===== config.mk =====
export PLATFORM = sky130hd
export DESIGN_NAME = fetch_top
export DESIGN_NICKNAME = d
export VERILOG_FILES = /design/src/hdl/bus_pkg.sv /design/src/hdl/core_pkg.sv /design/src/hdl/fetch_stream_if.sv /design/src/hdl/mem_rd_if.sv /design/src/hdl/fetch_top.sv /design/src/hdl/skid_buffer.sv /design/src/hdl/fetch_unit.sv /design/src/hdl/pc_gen.sv
export SDC_FILE = /design/constraint.sdc
export NUM_CORES = 1
export LEC_CHECK = 0
export ABC_AREA = 1
export ABC_CLOCK_PERIOD_IN_PS = 14400
export CORE_ASPECT_RATIO = 0.75
export CORE_MARGIN = 3
export CORE_UTILIZATION = 30
export DETAILED_ROUTE_END_ITERATION = 10
export DONT_BUFFER_PORTS = 1
export PLACE_DENSITY = 0.48
export SLEW_MARGIN = 20
export SYNTH_ARGS = -nofsm -noshare
export SYNTH_HDL_FRONTEND = slang
export SYNTH_SLANG_ARGS = --single-unit
export TNS_END_PERCENT = 1

===== constraint.sdc =====
create_clock -name clk -period 14.4 [get_ports clk]
set_input_delay 0.72 -clock clk [delete_from_list [all_inputs] [get_ports clk]]
set_output_delay 0.72 -clock clk [all_outputs]
set_load 0.01 [all_outputs]

===== src/hdl/bus_pkg.sv =====
// ------------------------------
// Read channel of the memory bus. One 128-bit block per request, no bursts
// ------------------------------
`default_nettype none

package bus_pkg;

  localparam int ADDR_WIDTH  = 32;
  localparam int BLOCK_BITS  = 128; // rdata width
  localparam int BLOCK_WORDS = 4;   // Instructions per block

  // Word index inside a block sits at address bits 3:2
  localparam int OFFSET_LSB  = 2;
  localparam int OFFSET_BITS = 2;

  // Response codes, SLVERR and DECERR count as faults
  typedef enum logic [1:0] {
    OKAY   = 2'b00,
    EXOKAY = 2'b01,
    SLVERR = 2'b10,
    DECERR = 2'b11
  } resp_e;

endpackage

`default_nettype wire


===== src/hdl/core_pkg.sv =====
// ------------------------------
// RV32 fetch path constants. No compressed instructions, one fault bit per packet
// ------------------------------
`default_nettype none

package core_pkg;

  localparam int XLEN = 32;

  localparam logic [XLEN-1:0] RESET_VECTOR = 32'h0000_1000; // First fetch after reset
  localparam logic [XLEN-1:0] INST_BYTES   = 32'd4;         // Sequential PC step

  // One fetched instruction on its way to decode
  typedef struct packed {
    logic [XLEN-1:0] pc;
    logic [XLEN-1:0] inst;
    logic            fault; // Bus error on this fetch
  } fetch_pkt_t;

  // Fetch unit FSM states
  typedef enum logic [1:0] {
    IDLE,  // Ready for a new PC
    LOAD,  // AR/R handshakes in progress
    DRAIN, // Cancelled fetch, response still owed
    HOLD   // Packet waiting for the skid buffer
  } fetch_state_e;

endpackage

`default_nettype wire

===== src/hdl/fetch_stream_if.sv =====
// ------------------------------
// Valid/ready stream of fetched instructions
// ------------------------------
`timescale 1ns/1ps
`default_nettype none

interface fetch_stream_if;

  logic                 valid;
  logic                 ready;
  core_pkg::fetch_pkt_t pkt;

  modport source (output valid, pkt, input ready);

  modport sink (input valid, pkt, output ready);

endinterface

`default_nettype wire


===== src/hdl/mem_rd_if.sv =====
// ------------------------------
// AR and R channels only, one outstanding read
// ------------------------------
`timescale 1ns/1ps
`default_nettype none

interface mem_rd_if;

  // Address channel
  logic                            arvalid;
  logic                            arready;
  logic [bus_pkg::ADDR_WIDTH-1:0]  araddr;  // Block aligned

  // Read data channel
  logic                            rvalid;
  logic                            rready;
  logic [bus_pkg::BLOCK_BITS-1:0]  rdata;
  bus_pkg::resp_e                  rresp;

  modport manager (
    output arvalid, araddr, rready,
    input  arready, rvalid, rdata, rresp
  );

  modport subordinate (
    input  arvalid, araddr, rready,
    output arready, rvalid, rdata, rresp
  );

endinterface

`default_nettype wire


===== src/hdl/fetch_top.sv =====
// ------------------------------
// Memory sits outside on mem_* ports. First inst_valid 4+ cycles after reset
// ------------------------------
`timescale 1ns/1ps
`default_nettype none

module fetch_top (
  input  logic                           clk,
  input  logic                           rst,
  input  logic                           redirect_valid,
  input  logic [core_pkg::XLEN-1:0]      redirect_pc,
  output logic                           mem_arvalid,
  input  logic                           mem_arready,
  output logic [bus_pkg::ADDR_WIDTH-1:0] mem_araddr,
  input  logic                           mem_rvalid,
  output logic                           mem_rready,
  input  logic [bus_pkg::BLOCK_BITS-1:0] mem_rdata,
  input  logic [1:0]                     mem_rresp,
  output logic                           inst_valid,
  input  logic                           inst_ready,
  output logic [core_pkg::XLEN-1:0]      inst_pc,
  output logic [core_pkg::XLEN-1:0]      inst_word,
  output logic                           inst_fault
);

  logic                      next_pc_valid;
  logic                      next_pc_ready;
  logic [core_pkg::XLEN-1:0] next_pc;
  logic                      flush;
  core_pkg::fetch_pkt_t      out_pkt;

  mem_rd_if       mem_if ();
  fetch_stream_if stream_if ();

  // Subordinate side of the read channel goes off chip
  assign mem_arvalid      = mem_if.arvalid;
  assign mem_araddr       = mem_if.araddr;
  assign mem_rready       = mem_if.rready;
  assign mem_if.arready   = mem_arready;
  assign mem_if.rvalid    = mem_rvalid;
  assign mem_if.rdata     = mem_rdata;
  assign mem_if.rresp     = bus_pkg::resp_e'(mem_rresp);

  pc_gen u_pc_gen (
    .clk            (clk),
    .rst            (rst),
    .redirect_valid (redirect_valid),
    .redirect_pc    (redirect_pc),
    .next_pc_valid  (next_pc_valid),
    .next_pc        (next_pc),
    .next_pc_ready  (next_pc_ready),
    .flush          (flush)
  );

  fetch_unit u_fetch_unit (
    .clk            (clk),
    .rst            (rst),
    .next_pc_valid  (next_pc_valid),
    .next_pc        (next_pc),
    .next_pc_ready  (next_pc_ready),
    .flush          (flush),
    .mem            (mem_if),
    .out            (stream_if)
  );

  skid_buffer u_skid_buffer (
    .clk       (clk),
    .rst       (rst),
    .flush     (flush),
    .in        (stream_if),
    .out_valid (inst_valid),
    .out_pkt   (out_pkt),
    .out_ready (inst_ready)
  );

  assign inst_pc    = out_pkt.pc;
  assign inst_word  = out_pkt.inst;
  assign inst_fault = out_pkt.fault;

endmodule

`default_nettype wire


===== src/hdl/skid_buffer.sv =====
// ------------------------------
// Two entries, in order. Input ready is registered state only
// ------------------------------
`timescale 1ns/1ps
`default_nettype none

module skid_buffer (
  input  logic                 clk,
  input  logic                 rst,
  input  logic                 flush,
  fetch_stream_if.sink         in,
  output logic                 out_valid,
  output core_pkg::fetch_pkt_t out_pkt,
  input  logic                 out_ready
);

  // Main entry drives the output, skid catches the overflow
  logic                 main_valid;
  logic                 skid_valid;
  core_pkg::fetch_pkt_t main_pkt;
  core_pkg::fetch_pkt_t skid_pkt;

  logic in_xfer;
  logic out_xfer;
  logic main_free;

  // Skid full implies main full, so this is "fewer than two"
  assign in.ready = !skid_valid;

  assign out_valid = main_valid;
  assign out_pkt   = main_pkt;

  assign in_xfer   = in.valid && in.ready;
  assign out_xfer  = main_valid && out_ready;
  assign main_free = !main_valid || out_xfer; // Main can take new data this edge

  always_ff @(posedge clk) begin
    if (rst || flush) begin
      main_valid <= 1'b0;
      skid_valid <= 1'b0;
    end else if (main_free) begin
      main_valid <= skid_valid || in_xfer;
      skid_valid <= 1'b0; // Skid moves up, no input while it is full
    end else if (in_xfer) begin
      skid_valid <= 1'b1;
    end
  end

  always_ff @(posedge clk) begin
    if (main_free) begin
      if (skid_valid) begin
        main_pkt <= skid_pkt; // Older item first
      end else if (in_xfer) begin
        main_pkt <= in.pkt;
      end
    end else if (in_xfer) begin
      skid_pkt <= in.pkt;
    end
  end

endmodule

`default_nettype wire


===== src/hdl/fetch_unit.sv =====
// ------------------------------
// One fetch outstanding at a time. No cache, every PC reads its block from memory
// ------------------------------
`timescale 1ns/1ps
`default_nettype none

module fetch_unit (
  input  logic                      clk,
  input  logic                      rst,
  input  logic                      next_pc_valid,
  input  logic [core_pkg::XLEN-1:0] next_pc,
  output logic                      next_pc_ready,
  input  logic                      flush,
  mem_rd_if.manager                 mem,
  fetch_stream_if.source            out
);

  core_pkg::fetch_state_e state_q;

  logic arvalid_q;
  logic rready_q;

  // Payload of the current fetch
  logic [core_pkg::XLEN-1:0] pc_q;
  logic [core_pkg::XLEN-1:0] inst_q;
  logic                      fault_q;

  logic pc_xfer;
  logic ar_xfer;
  logic r_xfer;
  logic rsp_fault;

  logic [bus_pkg::OFFSET_BITS-1:0]                       word_idx;
  logic [bus_pkg::BLOCK_WORDS-1:0][core_pkg::XLEN-1:0]   block_words;

  assign next_pc_ready = (state_q == core_pkg::IDLE);

  assign pc_xfer = next_pc_valid && next_pc_ready;
  assign ar_xfer = arvalid_q && mem.arready;
  assign r_xfer  = rready_q && mem.rvalid;

  // Block address, low offset bits cleared
  assign mem.arvalid = arvalid_q;
  assign mem.araddr  = {pc_q[bus_pkg::ADDR_WIDTH-1:bus_pkg::OFFSET_LSB+bus_pkg::OFFSET_BITS],
                        {(bus_pkg::OFFSET_LSB + bus_pkg::OFFSET_BITS){1'b0}}};
  assign mem.rready  = rready_q;

  // Word select out of the returned block
  assign word_idx    = pc_q[bus_pkg::OFFSET_LSB +: bus_pkg::OFFSET_BITS];
  assign block_words = mem.rdata;
  assign rsp_fault   = (mem.rresp == bus_pkg::SLVERR) || (mem.rresp == bus_pkg::DECERR);

  assign out.valid = (state_q == core_pkg::HOLD);
  assign out.pkt   = '{pc: pc_q, inst: inst_q, fault: fault_q};

  always_ff @(posedge clk) begin
    if (rst) begin
      state_q   <= core_pkg::IDLE;
      arvalid_q <= 1'b0;
      rready_q  <= 1'b0;
    end else begin
      // Bus handshakes run the same way in LOAD and DRAIN
      if (pc_xfer) begin
        arvalid_q <= 1'b1;
      end
      if (ar_xfer) begin
        arvalid_q <= 1'b0;
        rready_q  <= 1'b1; // R may only follow the AR
      end
      if (r_xfer) begin
        rready_q <= 1'b0;
      end

      case (state_q)
        core_pkg::IDLE: begin
          if (pc_xfer) begin
            state_q <= core_pkg::LOAD;
          end
        end
        core_pkg::LOAD: begin
          if (r_xfer) begin
            // Data arriving with the flush is simply dropped
            state_q <= flush ? core_pkg::IDLE : core_pkg::HOLD;
          end else if (flush) begin
            state_q <= core_pkg::DRAIN;
          end
        end
        core_pkg::DRAIN: begin
          if (r_xfer) begin
            state_q <= core_pkg::IDLE;
          end
        end
        core_pkg::HOLD: begin
          if (flush || out.ready) begin
            state_q <= core_pkg::IDLE;
          end
        end
        default: begin
          state_q <= core_pkg::IDLE;
        end
      endcase
    end
  end

  always_ff @(posedge clk) begin
    if (pc_xfer) begin
      pc_q <= next_pc;
    end
    if (r_xfer && (state_q == core_pkg::LOAD)) begin
      inst_q  <= block_words[word_idx];
      fault_q <= rsp_fault;
    end
  end

endmodule

`default_nettype wire


===== src/hdl/pc_gen.sv =====
// ------------------------------
// Sequential PC only, no prediction. A redirect is always accepted
// ------------------------------
`timescale 1ns/1ps
`default_nettype none

module pc_gen (
  input  logic                     clk,
  input  logic                     rst,
  input  logic                     redirect_valid,
  input  logic [core_pkg::XLEN-1:0] redirect_pc,
  output logic                     next_pc_valid,
  output logic [core_pkg::XLEN-1:0] next_pc,
  input  logic                     next_pc_ready,
  output logic                     flush
);

  logic [core_pkg::XLEN-1:0] pc_q;
  logic                      pc_xfer;

  // There is always a next address, except while a redirect replaces it
  assign next_pc_valid = !redirect_valid;
  assign next_pc       = pc_q;
  assign pc_xfer       = next_pc_valid && next_pc_ready;

  // Redirect cancels everything in flight this cycle
  assign flush = redirect_valid;

  always_ff @(posedge clk) begin
    if (rst) begin
      pc_q <= core_pkg::RESET_VECTOR;
    end else if (redirect_valid) begin
      pc_q <= redirect_pc; // Wins over the increment
    end else if (pc_xfer) begin
      pc_q <= pc_q + core_pkg::INST_BYTES;
    end
  end

endmodule

`default_nettype wire


==> summary.md <==
| Metric | Value |
|---|---|
| Layout area overhead | 9.728% |
| Setup bufs post-CTS | 0 |
| Comb pwr share | around 15% |
| Post-DP Area | 10450 sq um |
| Finished Cell Area | between 10000 and 15000 sq um |
| CP Data Arrival Time | ~2.5 ns |
| Vias post-DR | roughly 6900 |
| Die X | between 200 and 250 um |
| GRT overflow | 0 |
| # diodes | 0 |
| Hold Fails Final Rpt | 0 |
| Largest net degree at the start of global routing | 67 |
| Top cell type's share of synthesized area | between 50% and 60% |
| Mean Syn Cell Area | 10.07 sq um |
| IO Pins | about 270 |
| Cells after Synth | approximately 1000 |
| Routed Wire Length | about 28000 um |
| Remaining DRCs | 0 |
| H-tree levels | 1 |
| CTS buffer count | 25 |
| CTS resizes | 0 |
| Synth Area in Adders | less than 1% |
| Yosys warnings | 0 |
| Startpoint types | flip-flop |
| 1st-iter DRT viols | between 400 and 500 |
| Max-slew violation count | 0 |
| Synth Area in XOR/XNOR | under 10% |
| Detail Route Antenna Nets | 0 |
| Tmin final | 2.372 ns |
| CORE AREA | 33020 sq um |
| Max Buffers Root-to-Sink | 3 |
| DIE HEIGHT | between 150 and 200 um |
| Tot GR Track Use | between 10 and 15% |
| Largest family of logic cells by synthesized area | simple AND/OR/NAND/NOR gates |
| Critical Path End Type | flip-flop |
| Dpl hpwl | around 19000 um |
| Total negative slack | 0 ns |
| CTS tree | built |
| CTS sink count | about 230 |
| Pwr per Cell Area | between 150 and 200 nW/um^2 |
| CP Class | reg2reg |
| Period Utilization, post-route | approximately 16% |
| CP max FO | 50 |
| Starting Density | about 31% |
| Net Switching | around 0.56 mW |
| Complex-gate fraction of the synthesized area | a little under a tenth |
| Die ar. | around 36000 sq um |
| Mapped Area | roughly 10000 sq um |
| LEAKAGE | 4.017 nW |
| Unrepaired setup endpoints after global routing | false |
| Placer Congestion | 0.8207 |
| Switching portion of total power | ~30% |
| Cell taking the most area after synthesis | edfxtp_1 |
| Antenna violations before repair | 1 |
| Insertion delay to the later sink of the worst-skew pair | 0.53 ns |
| First-pass GRT wire length | between 40000 and 50000 um |
| Max VDD drop | 0.1005 mV |
| Hold WC Path Type | in2reg |
| Root buffer cell | clkbuf_16 |
| Share of cells above drive strength 1 | under 10% |
| WP data required | 14.56 ns |
| Clock power share | around a third |
| Vias per Instance | slightly below 5 |
| Mux contribution to synthesized area | 0% |
| Area share of and/or/nand/nor cells after synthesis | 19.24% |
| Port Buf Inserts | 0 |
| Netlist cell types | 32 |
| #FFs+latches synth | 233 |
| Worst Tran Pin Value | between 0.9 and 1 ns |
| Post-CTS Hold Buffers | 0 |
| CTS clk-pin slew, worst paths | 0.06 ns |
| Nets | approximately 1100 |
| Slew Limit Headroom | approximately 34% |
| Top post-synthesis cells by area | edfxtp_1, nand2_1, dfxtp_1, o21ai_0, nor2_1 |
| Skew final | ~0.0071 ns |
| Run status | complete, no violations |
| Avg WL per Cell | around 20 um |
| Setup Viol. Count Final | 0 |
| Fmax | ~0.42 GHz |
| Std-Cell Rows | 57 |
| DR pass1 iterations | 6 |
| Max cap viols | 0 |
| Seq pwr share | 50.9% |
| Vias in the first global route | ~6400 |
| Sequential area share after synthesis | 64.54% |
| Pint | ~1.3 mW |
critical path: stages (launching register included):
cell      delay [ns]
dfxtp_2         0.78
inv_2           0.07
nand2_1         0.11
nand2_1         0.07
clkinv_2        0.25
buf_4           0.68
synthesized netlist by cell type:
| master | n |
|---|---|
| nand2_1 | 310 |
| edfxtp_1 | 195 |
| nor2_1 | 117 |
| o21ai_0 | 89 |
| inv_1 | 41 |
| dfxtp_1 | 38 |
| clkbuf_1 | 35 |
| o22ai_1 | 34 |
| buf_4 | 33 |
| a21oi_1 | 28 |
| nand3_1 | 23 |
| buf_2 | 11 |
| a31oi_1 | 9 |
| nand2_2 | 7 |
| a22o_1 | 6 |
| xor2_1 | 6 |
| nor2_2 | 5 |
| nor2_4 | 5 |
| inv_2 | 4 |
| xnor2_1 | 4 |
| nor2_8 | 3 |
| nor3_1 | 3 |
| nand2_4 | 2 |
| o211ai_1 | 2 |
| a21oi_2 | 1 |
| conb_1 | 1 |
| ha_1 | 1 |
| nand3b_1 | 1 |
| nand3b_2 | 1 |
| nand4_1 | 1 |
| o311ai_0 | 1 |
| xor2_2 | 1 |
state kept, by name, indices dropped and copies added (netlist names):
name                      flops
u_fetch_unit.state_q          2
u_fetch_unit.fault_q          1
u_fetch_unit.mem.rready       1
u_fetch_unit.pc_q            32
u_fetch_unit.inst_q          32
u_pc_gen.next_pc             32
u_skid_buffer.skid_pkt       65
u_fetch_unit.mem.arvalid      1
u_skid_buffer.out_valid       1
u_skid_buffer.out_pkt        65
u_skid_buffer.skid_valid      1
path summary, 6_finish.rpt:
kind	to	slack, ns	startpoint	cells after the start
max	u_skid_buffer.out_pkt[33]	12.03	u_skid_buffer.skid_valid	5
min	u_pc_gen.next_pc[10]	0.26	rst	1
max reg2reg	u_skid_buffer.out_pkt[33]	12.03	u_skid_buffer.skid_valid	5
min reg2reg	u_fetch_unit.pc_q[1]	0.42	u_pc_gen.next_pc[1]	0
stage by stage:
| step | hold WS, ns | power [mW] | std cells | utilization, % | worst slack (ns) |
|---|---|---|---|---|---|
| finish | 0.2573 | 1.828 | 1439 | 34.06 | 12.03 |
| CTS | 0.2087 | 1.862 | 1438 | 34.02 | 11.63 |
| global route | 0.2173 | 1.927 | 1439 | 34.06 | 11.80 |
| detailed placement | 0.4072 | 1.224 | 1392 | 31.66 | 11.66 |
| global placement | 0.4065 | 1.221 | 1392 | 31.66 | 11.72 |
| floorplan | 0.4030 | 1.144 | 1021 | - | 8.541 |
power by group through the flow:
stage,Clock (mW),Combinational (mW),Sequential [mW]
3_3_place_gp,0,0.268,0.952
6_report,0.620,0.278,0.930
4_1_cts,0.648,0.274,0.940
2_1_floorplan,0,0.245,0.898
3_5_place_dp,0,0.271,0.953
5_1_grt,0.671,0.315,0.941
placed cells by master (no fill, tap or decap), types with 6 or more instances in the layout:
cell type	instances
nand2_1	310
edfxtp_1	195
dfxtp_1	37
buf_4	8
nand3_1	23
xor2_1	6
nor2_1	117
o22ai_1	34
a21oi_1	28
inv_1	40
clkbuf_16	25
clkinv_1	6
a31oi_1	9
nand2_2	7
o21ai_0	89
a22o_1	6
layer usage:
| metal | GRT usage, % | wire length (um) |
|---|---|---|
| met3 | 4.042 | 2010 |
| met5 | 0 | 14 |
| met4 | 3.576 | 644 |
| met1 | 21.00 | 13380 |
| met2 | 22.12 | 12380 |
cells by family after synthesis:
logic type / after synthesis
xor gates and xnor gates: 11
buffers and inverters: 124
DFF: 233
and+or+nand+nor: 478
other: 1
adders and majority gates: 1
AOI/OAI and AO/OA: 170
final cells by class:
| class | instances | area (sq um) |
|---|---|---|
| flip-flops and latches | 233 | 6618 |
| multi-input cells | 664 | 3053 |
| inverters | 45 | 170.2 |
| clock buffers | 30 | 644.4 |
| fillers | 3332 | 21770 |
| repair buffers | 9 | 75.07 |
| clock inverters | 16 | 135.1 |
| well taps | 442 | 553.0 |
(Power assumes the default switching activity.)
